[src/include/scara_defs.svh]
// Field widths, step half-periods and response code width for the SCARA motion path
`ifndef SCARA_DEFS_SVH
`define SCARA_DEFS_SVH

// ============================================================
// Host word layout
// ============================================================
`define SCARA_WORD_W 32
`define SCARA_OP_W 4
// x and y argument fields
`define SCARA_FIELD_W 14

// ============================================================
// Joint and response sizing
// ============================================================
`define SCARA_STEP_W 8
`define SCARA_REJ_W 8
`define SCARA_STAT_W 2

// Clock cycles per half step period
// Short values suit simulation; raise them for a real motor at 50 MHz
`define SCARA_HALF_FAST 4
`define SCARA_HALF_SLOW 16

`endif
[src/hdl/scara_pkg.sv]
// Opcode and status enums, command, joint request and response structs
`default_nettype none

`include "scara_defs.svh"

package scara_pkg;

	// ============================================================
	// Encodings
	// ============================================================
	// Host opcodes; anything else is ignored
	typedef enum logic [`SCARA_OP_W-1:0] {
		OP_NOP  = 4'd0,
		OP_MOVE = 4'd1,
		OP_STOP = 4'd2
	} opcode_e;

	// How a move ended
	typedef enum logic [`SCARA_STAT_W-1:0] {
		ST_DONE    = 2'd0,
		ST_STOPPED = 2'd1
	} status_e;

	// ============================================================
	// Grouped signals
	// ============================================================
	// Host word, opcode in the low nibble
	typedef struct packed {
		logic [`SCARA_FIELD_W-1:0] y;
		logic [`SCARA_FIELD_W-1:0] x;
		opcode_e                   op;
	} command_t;

	// One joint's share of a move
	typedef struct packed {
		logic                     dir;
		logic [`SCARA_STEP_W-1:0] steps;
	} joint_req_t;

	// Response word back to the host, spare bits held at zero
	typedef struct packed {
		status_e                  status;
		logic [`SCARA_REJ_W-1:0]  rejects;
		logic [`SCARA_STEP_W-1:0] steps2;
		logic [`SCARA_STEP_W-1:0] steps1;
		logic [`SCARA_WORD_W-`SCARA_STAT_W-`SCARA_REJ_W-2*`SCARA_STEP_W-1:0] spare;
	} response_t;

endpackage

`default_nettype wire

[src/hdl/scara_motion_top.sv]
// Top level: command decoder, two stepper joints and the status block
`default_nettype none
`timescale 1ns/1ps

`include "scara_defs.svh"

module scara_motion_top (
	input  wire                   CLOCK_50,
	input  wire                   rst,
	input  logic                  cmd_valid,
	input  scara_pkg::command_t   cmd_word,
	input  logic                  fast,
	output logic                  step1,
	output logic                  dir1,
	output logic                  step2,
	output logic                  dir2,
	output logic                  rsp_valid,
	output scara_pkg::response_t  rsp
);

	// ============================================================
	// Internal wires
	// ============================================================
	logic                     move_active;
	logic                     move_strobe;
	logic                     stop_strobe;
	logic                     reject_strobe;
	scara_pkg::joint_req_t    req1;
	scara_pkg::joint_req_t    req2;
	logic                     busy1;
	logic                     busy2;
	logic [`SCARA_STEP_W-1:0] steps1;
	logic [`SCARA_STEP_W-1:0] steps2;

	command_decoder u_dec (
		.CLOCK_50(CLOCK_50), .rst(rst),
		.cmd_valid(cmd_valid), .cmd_word(cmd_word), .move_active(move_active),
		.move_strobe(move_strobe), .stop_strobe(stop_strobe),
		.reject_strobe(reject_strobe), .req1(req1), .req2(req2)
	);

	// Joint 1 from the x field
	stepper_joint u_joint1 (
		.CLOCK_50(CLOCK_50), .rst(rst), .load(move_strobe), .abort(stop_strobe),
		.req(req1), .fast(fast), .step(step1), .dir(dir1), .busy(busy1),
		.steps_taken(steps1)
	);

	// Joint 2 from the y field
	stepper_joint u_joint2 (
		.CLOCK_50(CLOCK_50), .rst(rst), .load(move_strobe), .abort(stop_strobe),
		.req(req2), .fast(fast), .step(step2), .dir(dir2), .busy(busy2),
		.steps_taken(steps2)
	);

	motion_status u_status (
		.CLOCK_50(CLOCK_50), .rst(rst),
		.move_strobe(move_strobe), .stop_strobe(stop_strobe),
		.reject_strobe(reject_strobe), .busy1(busy1), .busy2(busy2),
		.steps1(steps1), .steps2(steps2), .move_active(move_active),
		.rsp_valid(rsp_valid), .rsp(rsp)
	);

endmodule

`default_nettype wire

[src/hdl/motion_status.sv]
// Motion status: tracks the active move, joins joint completion, builds the response
`default_nettype none
`timescale 1ns/1ps

`include "scara_defs.svh"

module motion_status (
	input  wire                       CLOCK_50,
	input  wire                       rst,
	input  logic                      move_strobe,
	input  logic                      stop_strobe,
	input  logic                      reject_strobe,
	input  logic                      busy1,
	input  logic                      busy2,
	input  logic [`SCARA_STEP_W-1:0]  steps1,
	input  logic [`SCARA_STEP_W-1:0]  steps2,
	output logic                      move_active,
	output logic                      rsp_valid,
	output scara_pkg::response_t      rsp
);

	logic                    stopped;
	logic [`SCARA_REJ_W-1:0] rej_cnt;
	logic                    finish;

	// Busy is valid from the cycle after move_strobe, when move_active is already set
	assign finish = move_active & ~busy1 & ~busy2;

	// ============================================================
	// Move tracking and reject count
	// ============================================================
	always_ff @(posedge CLOCK_50) begin
		if (rst) begin
			move_active <= 1'b0;
			rsp_valid   <= 1'b0;
			stopped     <= 1'b0;
			rej_cnt     <= '0;
		end else begin
			rsp_valid <= finish;
			if (move_strobe) begin
				move_active <= 1'b1;
				stopped     <= 1'b0;
			end else if (finish) begin
				move_active <= 1'b0;
			end
			// Stop while idle is ignored
			if (stop_strobe && move_active)
				stopped <= 1'b1;
			// Counter cleared on report, a reject in that same cycle survives
			if (finish)
				rej_cnt <= reject_strobe ? `SCARA_REJ_W'(1) : '0;
			else if (reject_strobe && !(&rej_cnt))
				rej_cnt <= rej_cnt + 1'b1;
		end
	end

	// Response word
	always_ff @(posedge CLOCK_50) begin
		if (finish) begin
			rsp.status  <= stopped ? scara_pkg::ST_STOPPED : scara_pkg::ST_DONE;
			rsp.rejects <= rej_cnt;
			rsp.steps1  <= steps1;
			rsp.steps2  <= steps2;
			rsp.spare   <= '0;
		end
	end

	// One response per move
	a_rsp_single: assert property (
		@(posedge CLOCK_50) disable iff (rst)
		rsp_valid |=> !rsp_valid
	);

endmodule

`default_nettype wire

[src/hdl/stepper_joint.sv]
// Stepper joint: step pulse generator with step counter and abort
`default_nettype none
`timescale 1ns/1ps

`include "scara_defs.svh"

module stepper_joint (
	input  wire                           CLOCK_50,
	input  wire                           rst,
	input  logic                          load,
	input  logic                          abort,
	input  scara_pkg::joint_req_t         req,
	input  logic                          fast,
	output logic                          step,
	output logic                          dir,
	output logic                          busy,
	output logic [`SCARA_STEP_W-1:0]      steps_taken
);

	// Phase timer must hold the slow half period
	localparam int TMR_W = $clog2(`SCARA_HALF_SLOW + 1);

	typedef enum logic [1:0] {
		S_IDLE,
		S_HIGH,
		S_LOW
	} state_e;

	state_e                   state;
	logic [`SCARA_STEP_W-1:0] remaining;
	logic [TMR_W-1:0]         timer;
	logic [TMR_W-1:0]         half_last;
	logic                     phase_end;

	// Last timer value of a half period, follows the speed switch live
	assign half_last = fast ? TMR_W'(`SCARA_HALF_FAST - 1) : TMR_W'(`SCARA_HALF_SLOW - 1);
	// >= so a speed change mid phase cannot overrun
	assign phase_end = (timer >= half_last);

	// ============================================================
	// Step sequencer
	// ============================================================
	always_ff @(posedge CLOCK_50) begin
		if (rst) begin
			state       <= S_IDLE;
			remaining   <= '0;
			timer       <= '0;
			dir         <= 1'b0;
			steps_taken <= '0;
		end else if (load) begin
			dir       <= req.dir;
			remaining <= req.steps;
			timer     <= '0;
			// Zero count never leaves idle
			if (req.steps != '0) begin
				state       <= S_HIGH;
				steps_taken <= `SCARA_STEP_W'(1);
			end else begin
				state       <= S_IDLE;
				steps_taken <= '0;
			end
		end else if (abort) begin
			// Drop out now, count so far is kept
			state <= S_IDLE;
			timer <= '0;
		end else begin
			case (state)
				S_HIGH: begin
					timer <= phase_end ? '0 : timer + 1'b1;
					if (phase_end)
						state <= S_LOW;
				end
				S_LOW: begin
					timer <= phase_end ? '0 : timer + 1'b1;
					if (phase_end) begin
						remaining <= remaining - 1'b1;
						if (remaining == `SCARA_STEP_W'(1)) begin
							state <= S_IDLE;
						end else begin
							// Next rising edge of step
							state       <= S_HIGH;
							steps_taken <= steps_taken + 1'b1;
						end
					end
				end
				default: timer <= '0;
			endcase
		end
	end

	// Outputs decoded from the registered state
	assign step = (state == S_HIGH);
	assign busy = (state != S_IDLE);

	a_step_in_move: assert property (
		@(posedge CLOCK_50) disable iff (rst)
		step |-> busy
	);

endmodule

`default_nettype wire

[src/hdl/command_decoder.sv]
// Host command decoder: unpacks words, rejects moves while busy, issues joint requests
`default_nettype none
`timescale 1ns/1ps

`include "scara_defs.svh"

module command_decoder (
	input  wire                    CLOCK_50,
	input  wire                    rst,
	input  logic                   cmd_valid,
	input  scara_pkg::command_t    cmd_word,
	input  logic                   move_active,
	output logic                   move_strobe,
	output logic                   stop_strobe,
	output logic                   reject_strobe,
	output scara_pkg::joint_req_t  req1,
	output scara_pkg::joint_req_t  req2
);

	// ============================================================
	// Opcode decode
	// ============================================================
	logic is_move;
	logic is_stop;

	always_comb begin
		is_move = 1'b0;
		is_stop = 1'b0;
		if (cmd_valid) begin
			case (cmd_word.op)
				scara_pkg::OP_MOVE: is_move = 1'b1;
				scara_pkg::OP_STOP: is_stop = 1'b1;
				// NOP and unknown codes fall through
				default: ;
			endcase
		end
	end

	// ============================================================
	// Strobes, one cycle after the host word
	// ============================================================
	always_ff @(posedge CLOCK_50) begin
		if (rst) begin
			move_strobe   <= 1'b0;
			stop_strobe   <= 1'b0;
			reject_strobe <= 1'b0;
		end else begin
			// Accept only when no move is running
			move_strobe   <= is_move & ~move_active;
			reject_strobe <= is_move & move_active;
			// Stop goes out regardless; idle joints ignore it
			stop_strobe   <= is_stop;
		end
	end

	// Per-joint requests
	// Top field bit is direction, low byte is count, middle bits unused
	always_ff @(posedge CLOCK_50) begin
		if (is_move && !move_active) begin
			req1.dir   <= cmd_word.x[`SCARA_FIELD_W-1];
			req1.steps <= cmd_word.x[`SCARA_STEP_W-1:0];
			req2.dir   <= cmd_word.y[`SCARA_FIELD_W-1];
			req2.steps <= cmd_word.y[`SCARA_STEP_W-1:0];
		end
	end

	// Only one outcome per host word
	a_one_strobe: assert property (
		@(posedge CLOCK_50) disable iff (rst)
		$onehot0({move_strobe, stop_strobe, reject_strobe})
	);

endmodule

`default_nettype wire

[config.mk]
export PLATFORM = sky130hd
export DESIGN_NAME = scara_motion_top
export DESIGN_NICKNAME = d
export VERILOG_FILES = /design/src/hdl/scara_pkg.sv /design/src/hdl/scara_motion_top.sv /design/src/hdl/motion_status.sv /design/src/hdl/stepper_joint.sv /design/src/hdl/command_decoder.sv
export VERILOG_INCLUDE_DIRS = /design/src /design/src/include
export SDC_FILE = /design/constraint.sdc
export NUM_CORES = 1
export LEC_CHECK = 0
export ABC_AREA = 1
export BUFFER_PORTS_ARGS = -buffer_cell sky130_fd_sc_hd__clkbuf_2
export CORE_ASPECT_RATIO = 0.9
export CORE_MARGIN = 2
export CORE_UTILIZATION = 57
export CTS_CLUSTER_DIAMETER = 200
export DETAILED_ROUTE_END_ITERATION = 8
export PLACE_DENSITY = 0.79
export SYNTH_ARGS = -nofsm -noshare
export SYNTH_HDL_FRONTEND = slang
export SYNTH_HIERARCHICAL = 1
export SYNTH_SLANG_ARGS = --single-unit
[constraint.sdc]
create_clock -name CLOCK_50 -period 2.29 [get_ports CLOCK_50]
set_input_delay 0.458 -clock CLOCK_50 [delete_from_list [all_inputs] [get_ports CLOCK_50]]
set_output_delay 0.458 -clock CLOCK_50 [all_outputs]
set_load 0.05 [all_outputs]
==> flow_metrics.tcl, run 1 <==
set metrics [dict create \
    status "finished, final reports clean" \
    cts-root-buf "clkbuf_8" \
    cts_buffers 9 \
    core_area_um2 8650 \
    die-width_um 104 \
    clockBufferDepth 2 \
    intPower_uw 2630 \
    fin_nets 734 \
    clkTransAtPathRegs_ps 110 \
    postRouteAntennaNets 0 \
    postLayoutCoreUtil 0.662 \
    grt_pass1_wl_um 16400 \
    dp.cells 787 \
    drtIter0Drc 174 \
    ys_ff_latch 105 \
    rows 32 \
    hold_path_depth 1 \
    syn_to_final_growth_pct 11.5 \
    p_clk_frac 0.285 \
    crit_fanout 3 \
    synthDistinctLibCells 31 \
    maxSlewViolCount 0 \
    grt_pass1_vias 3732 \
    grt_use_total 0.206 \
    multiInputGateArea_um2 2190 \
    post_cts_buffers 0 \
    n_fill_cell 738 \
    rsz0062_at_grt "false" \
    drtPass1Iterations 5 \
    setup_viol 0 \
    postLayoutCellArea_um2 5720 \
    tritoncts "yes" \
    max_slew_margin 0.663 \
    critPathKind "flop to output pin" \
    p_leak_uw 0.00245 \
    yosysTopAreaCellShare 0.252 \
    syn_inst 616 \
    gp_congestion 0.831 \
    grt_antenna_before_repair 0 \
    ir_drop_mv 0.406 \
    ys.flop_type "dfxtp_1" \
    finalSetupTns_ps 0 \
    num_vias 4078 \
    drc 0 \
    clkLatencyLatePin_ps 360 \
    postCtsHoldBufs 0 \
    diodes 0 \
    ctsResizeCount 0 \
    critPathArrivalTime_ps 1280 \
    reg2regPathDepth 9 \
    stdcell_count 803 \
    hold_viol_final 0 \
    critPathRequiredTime_ps 1830 \
    cts_max_level 3 \
    routed_wl_um 9410 \
    io_buffer_count 55 \
    critPathLaunchType "flop" \
    whs_ps 268 \
    layout-drive-gt1-share 0.194 \
    io_pins 73 \
    worstMarginPinSlew_ps 504 \
    overflow 0 \
    place_area_um2 5540 \
    synth_top_area_cell "edfxtp_1" \
    dp_hpwl_um 7120 \
    die_y_um 94.0 \
    clock_sinks 105 \
    initial_core_util 0.593 \
    ys_async_sr_fraction 0 \
    fmax_mhz 576 \
    yosysWarnings 6 \
    regArea_um2 2530 \
    endpoint_kind "output pin" \
    drv_cap 0 \
    synth_edf_count 43 \
    period_share 0.759 \
    post_drt_wl_per_cell_um 11.7 \
    dieArea_um2 9780 \
    avgSynthCellArea_um2 8.33 \
    fin_crit_ps 1740 \
    p_comb_frac 0.174 \
    seqPwrFrac 0.541 \
    power.density_nw_per_um2 658 \
    viasPerCell 5.08 \
    hp-class "input port to flop" \
    grt_max_degree 26 \
    fin_skew_ps 8.97 \
    synth_area_um2 5130 \
    power_switching_uw 1130 \
    netSwitchingFraction 0.300 \
    synth.top_cells.by_area "edfxtp_1 25%, dfxtp_1 24%, nand2_1 8.8%" \
    ys_seq_area_frac 0.494 \
]
==> state kept, by name (all words and copies together) (netlist names), 2 cells and up <==
signal                flops
u_status/rsp             25
u_dec/req1                9
u_dec/req2                9
u_joint1/remaining        8
u_joint1/steps_taken      8
u_joint2/remaining        8
u_joint2/steps_taken      8
u_status/rej_cnt          8
u_joint1/timer            5
u_joint2/timer            5
u_joint1/state            2
u_joint2/state            2
==> Yosys cell counts (all sizes together), types with 4 or more instances <==
cell type / instances
a21oi: 45
buf: 12
dfxtp: 62
edfxtp: 43
ha: 19
inv: 91
nand2: 142
nand3: 58
nand4: 14
nor2: 82
o21ai: 25
or2: 4
xor2: 5
==> critical path: stages, from the launching register on <==
cell and delay, ps:
dfxtp_1 390, inv_1 70, ha_1 210, clkbuf_2 240
==> per-layer routing <==
layer | vias to the layer above | part of all wire | GRT usage
met5 | - | 0 | 0
met4 | 0 | 0.011 | 0.0642
met3 | 13 | 0.066 | 0.0423
met2 | 127 | 0.46 | 0.350
met1 | 1837 | 0.46 | 0.268
li1 | 2101 | - | -
==> metrics by stage <==
step | power (µW) | setup slack (ps)
finish | 3770 | 553
global route | 3970 | 480
CTS | 3800 | 543
detailed placement | 2730 | 461
global placement | 2700 | 491
floorplan | 2590 | 486
==> cell families (layout without fill, tap and decap cells) <==
kind of cell               count (synthesis)  in the layout  share of synthesized area
xor gates and xnor gates                   6              6                     0.0102
DFF                                      105            105                      0.494
and+or+nand+nor                          306            306                      0.288
buffers and inverters                    106            168                     0.0836
other                                      1              7                   0.000731
adders and majority gates                 19             19                     0.0463
AOI/OAI and AO/OA                         73             73                     0.0778
==> final timing paths <==
path,slack (ps),endpoint,startpoint
max,550,step2,u_joint2/state[1]
min,270,u_dec/req2[5],cmd_word[23]
max reg2reg,700,u_joint1/remaining[6],u_joint1/timer[2]
min reg2reg,470,u_status/rsp[13],u_joint1/steps_taken[7]
==> cells in the final DEF, fill, tap and decap left out, drive strengths merged <==
cell type and instances:
ha 19, a21oi 45, dfxtp 62, nand4 14
nor2 82, conb 7, nand3 58, clkbuf 65
clkinvlp 2, xnor2 1, clkinv 1, inv 94
o21ai 25, nor3 3, nand2 142, nand3b 3
or2 4, edfxtp 43, o21bai 3, buf 6
xor2 5
==> power by group through the flow <==
stage                     sequential [µW]  clock (µW)  combinational [µW]
final                                2040        1070                 654
after global routing                 2050        1180                 735
after CTS                            2040        1110                 654
after detailed placement             2080           0                 649
after global placement               2080           0                 623
after floorplan                      2090           0                 501
==> final cells by class <==
cell class              instances  area share
multi-input cells             411       0.383
well taps                     119      0.0260
clock buffers                  10      0.0223
clock inverters                 6      0.0105
flip-flops and latches        105       0.443
repair buffers                 61      0.0560
inverters                      91      0.0597
Note: power is estimated with default switching activity, not from simulation.
==> run 2: changes to the inputs <==
Clock period 2.29 ns to 1.6 ns, I/O delays scaled along.
==> run 2 against run 1 <==
Worst setup slack got worse by 520 ps; power increased by 52%; sequential power increased by 43%; clock-buffer cell count decreased by 1; wire length increased by 5.9%; clock skew increased by 6.9 ps; flip-flop and latch count unchanged; critical endpoint is now u_joint2/steps_taken[6].
==> flow_metrics.tcl, run 2 (synthesis gave the netlist of run 1 again) <==
set metrics [dict create \
    status "finished, final reports clean" \
    fin_skew_ps 15.8 \
    final_common_cell "nand2_1" \
    initial_core_util 0.593 \
    top_usage_layer "met2" \
    clkLatencyLatePin_ps 370 \
    postRouteAntennaNets 0 \
    endpoint_kind "flop" \
    overflow 0 \
    grt_pass1_wl_um 16300 \
    fin_crit_ps 1570 \
    hp-class "input port to flop" \
    diodes 0 \
    grt_antenna_before_repair 0 \
    use_met2 0.351 \
    reg2regPathDepth 11 \
    grt_max_degree 26 \
    use_met1 0.266 \
    die_y_um 94.0 \
    maxSlewViolCount 0 \
    clock_sinks 105 \
    critPathLaunchType "flop" \
    drv_cap 0 \
    fin_nets 748 \
    layout-drive-gt1-share 0.232 \
    num_vias 4160 \
    grt_pass1_vias 3691 \
    largestRegisters "u_status/rsp x25, u_dec/req1 x9, u_dec/req2 x9" \
    p_leak_uw 0.00254 \
    io_pins 73 \
    largest_reg_flops 25 \
    n_fill_cell 697 \
    viasPerCell 5.09 \
    gp_congestion 0.887 \
    tritoncts "yes" \
    die-width_um 104 \
    drtIter0Drc 200 \
    setup_viol 0 \
    top_register "u_status/rsp" \
    dp_hpwl_um 6980 \
    core_area_um2 8650 \
    rows 32 \
    setup_ws_ps 28.7 \
    pre_cts_ws_ps -77.1 \
    postLayoutCoreUtil 0.691 \
    routed_wl_um 9970 \
    stdcell_count 817 \
    dieArea_um2 9780 \
    period_share 0.982 \
    critPathKind "flop to flop" \
    cts-root-buf "clkbuf_8" \
    place_area_um2 5610 \
    hold_path_depth 1 \
    finalSetupTns_ps 0 \
    drc 0 \
    hold_viol_final 0 \
    dp.cells 793 \
    post_drt_wl_per_cell_um 12.2 \
    rsz0062_at_grt "true" \
    syn_to_final_growth_pct 16.4 \
    postLayoutCellArea_um2 5970 \
    ir_drop_mv 0.694 \
    power.density_nw_per_um2 958 \
    multiInputGateArea_um2 2240 \
    grt_use_total 0.209 \
    drtPass1Iterations 5 \
    cts_max_level 3 \
    use_met3 0.0596 \
    fmax_mhz 636 \
    critPathRequiredTime_ps 1910 \
    crit_fanout 6 \
    regArea_um2 2540 \
    critPathArrivalTime_ps 1880 \
    cts_buffers 9 \
    clkTransAtPathRegs_ps 110 \
    final_cell_mix "118 x nand2_1, 78 x inv_1, 70 x nor2_1, 56 x dfxtp_1, 54 x nand3_1" \
    clockBufferDepth 2 \
    io_buffer_count 55 \
]
run 2: layout make-up:
class                           count  share of cell area
Sequential cell                   105               0.426
Multi-Input combinational cell    411               0.375
Timing Repair Buffer               75              0.0787
Inverter                           91              0.0578
Tap cell                          119              0.0249
Clock buffer                        9              0.0207
Clock inverter                      7              0.0168
run 2: timing repair:
action | 4_1_cts | 5_1_grt
buffers inserted | 0 | 7
resized for setup | 1 | 16
hold endpoints to repair | 0 | 0
pin swaps | 0 | 11
gates cloned | 0 | 1
endpoints found under the setup margin | 1 | 55
hold buffers | 0 | 0
run 2: layer usage:
metal	vias up	wire (µm)
li1	2130	-
met1	1894	4620
met2	127	4680
met3	9	553
met4	0	110
met5	-	0
run 2: power by group:
part           internal, µW  switching, µW
Sequential             2860           61.0
Clock                   895            914
Combinational           355            636
run 2: path summary, 6_finish.rpt:
kind                                        start                       to  slack (ps)
worst max-delay path            u_joint2/timer[2]  u_joint2/steps_taken[6]          30
worst min-delay path                 cmd_word[23]            u_dec/req2[5]         110
worst max register to register  u_joint2/timer[2]  u_joint2/steps_taken[6]          30
worst min register to register   u_status/stopped         u_status/rsp[30]         450
run 2: worst max-delay path: stages (launching register included):
cell and delay [ps]:
dfxtp_4 370, ha_4 260, nand2_2 40, nor2_2 100, nand2_2 90, nand2_4 120, nand2_8 70, nor2_4 180
nand2_1 70, nand2_1 50, nand2_1 50, nor2_1 90
run 2: stage by stage:
stage,hold slack [ps],total power (µW)
2_1_floorplan,389,3720
3_5_place_dp,428,3930
6_report,115,5720
5_1_grt,84.9,6010
3_3_place_gp,420,3900
4_1_cts,106,5720
==> run 3: changes to the inputs <==
Clock period 1.6 ns to 1.7 ns, I/O delays scaled along.
==> run 3 against run 2 <==
Utilization is 2.5 points lower; worst setup slack better by 32 ps; power is 11% lower; highest routed layer unchanged.
==> flow_metrics.tcl, run 3 (synthesis gave the netlist of run 1 again) <==
set metrics [dict create \
    drv_cap 0 \
    postCtsHoldBufs 0 \
    hold_path_depth 1 \
    routed_wl_um 9580 \
    grt_antenna_before_repair 0 \
    hold_viol_final 0 \
    drc 0 \
    n_fill_cell 702 \
    overflow 0 \
    clockBufferDepth 2 \
    initial_core_util 0.593 \
    syn_to_final_growth_pct 12.2 \
    whs_ps 150 \
    reg2regPathDepth 9 \
    cts-root-buf "clkbuf_8" \
    r2r-start "u_joint1/timer[2]" \
    fmax_mhz 610 \
    setup_ws_ps 61.0 \
    hp-class "input port to flop" \
    reg2reg_slack_ps 140 \
    pre_cts_ws_ps -20.7 \
    setup_viol 0 \
    critPathRequiredTime_ps 1360 \
    postLayoutCellArea_um2 5760 \
    final_cell_mix "120 x nand2_1, 81 x inv_1, 71 x nor2_1, 62 x dfxtp_1, 55 x clkbuf_2" \
    clkTransAtPathRegs_ps 100 \
    cts_buffers 9 \
    drtIter0Drc 201 \
    viasPerCell 5.07 \
    min_from "cmd_word[5]" \
    fin_skew_ps 10.6 \
    io_buffer_count 55 \
    fin_crit_ps 1640 \
    cts_max_level 3 \
    grt_pass1_wl_um 16300 \
    period_share 0.964 \
    grt_max_degree 25 \
    fin_nets 736 \
    num_vias 4084 \
    grt_use_total 0.207 \
    largestRegisters "u_status/rsp x25, u_dec/req1 x9, u_dec/req2 x9" \
    clkLatencyLatePin_ps 370 \
    regArea_um2 2530 \
    critPathKind "flop to output pin" \
    diodes 0 \
    min_to "u_dec/req1[1]" \
    grt_pass1_vias 3750 \
    clock_sinks 105 \
    multiInputGateArea_um2 2190 \
    core_area_um2 8650 \
    gp_congestion 0.856 \
    rsz0062_at_grt "false" \
    tritoncts "yes" \
    maxSlewViolCount 0 \
    largest_reg_flops 25 \
    final_common_cell "nand2_1" \
    io_pins 73 \
    rows 32 \
    postRouteAntennaNets 0 \
    post_drt_wl_per_cell_um 11.9 \
    p_leak_uw 0.00246 \
    dieArea_um2 9780 \
    drtPass1Iterations 4 \
    die_y_um 94.0 \
    crit_fanout 3 \
    die-width_um 104 \
    place_area_um2 5570 \
    status "finished, final reports clean" \
    critPathArrivalTime_ps 1300 \
    ir_drop_mv 0.604 \
    endpoint_kind "output pin" \
    critPathLaunchType "flop" \
    p_total_uw 5110 \
    top_register "u_status/rsp" \
    layout-drive-gt1-share 0.198 \
    r2r-end "u_joint1/remaining[6]" \
    dp_hpwl_um 7080 \
    power.density_nw_per_um2 887 \
]
run 3: changes by cell type in the layout (fill, tap and decap cells not counted), sizes merged:
cell	change
inv	+1
buf	-13
bufinv	-2
clkinvlp	-1
clkbuf	+2
clkinv	+1
run 3: layer usage:
metal	vias to the layer above	routed length [µm]	track usage
li1	2105	-	-
met1	1828	4420	0.255
met2	144	4520	0.373
met3	7	583	0.0499
met4	0	60	0.0405
met5	-	0	0
run 3: critical path: stages, from the launching register on:
cell	delay, ps
dfxtp_1	340
inv_1	100
ha_1	200
clkbuf_2	290
run 3: cell type report:
cell class	instances	area share
clock buffers	10	0.0222
clock inverters	6	0.0106
inverters	91	0.0600
multi-input cells	411	0.381
flip-flops and latches	105	0.440
well taps	119	0.0259
repair buffers	63	0.0610
run 3: repair_timing:
item                                    4_1_cts  5_1_grt
resized for setup                             0        1
buffers inserted                              0        0
endpoints found under the setup margin        0        2
run 3: worst max path at each step:
stage	from	to	slack (ps)	cells past startpoint
6_report	u_joint1/state[1]	step1	60	3
3_5_place_dp	fast	u_joint1/remaining[1]	-20	10
3_3_place_gp	fast	u_joint1/remaining[1]	7	10
5_1_grt	u_joint2/timer[3]	u_joint2/steps_taken[6]	5	11
4_1_cts	u_joint1/state[1]	step1	30	3
2_1_floorplan	u_joint2/state[0]	u_status/rsp[10]	70	7
run 3: through the flow:
stage,cells,setup TNS (ps),util
4_1_cts,805,0,0.666
3_5_place_dp,789,-35.9,0.644
6_report,805,0,0.666
2_1_floorplan,622,0,-
5_1_grt,805,0,0.666
3_3_place_gp,789,0,0.644
run 3: where the power goes:
group / switching [µW] / internal, µW
clock: 897 / 572
combinational: 599 / 299
sequential: 55.0 / 2690
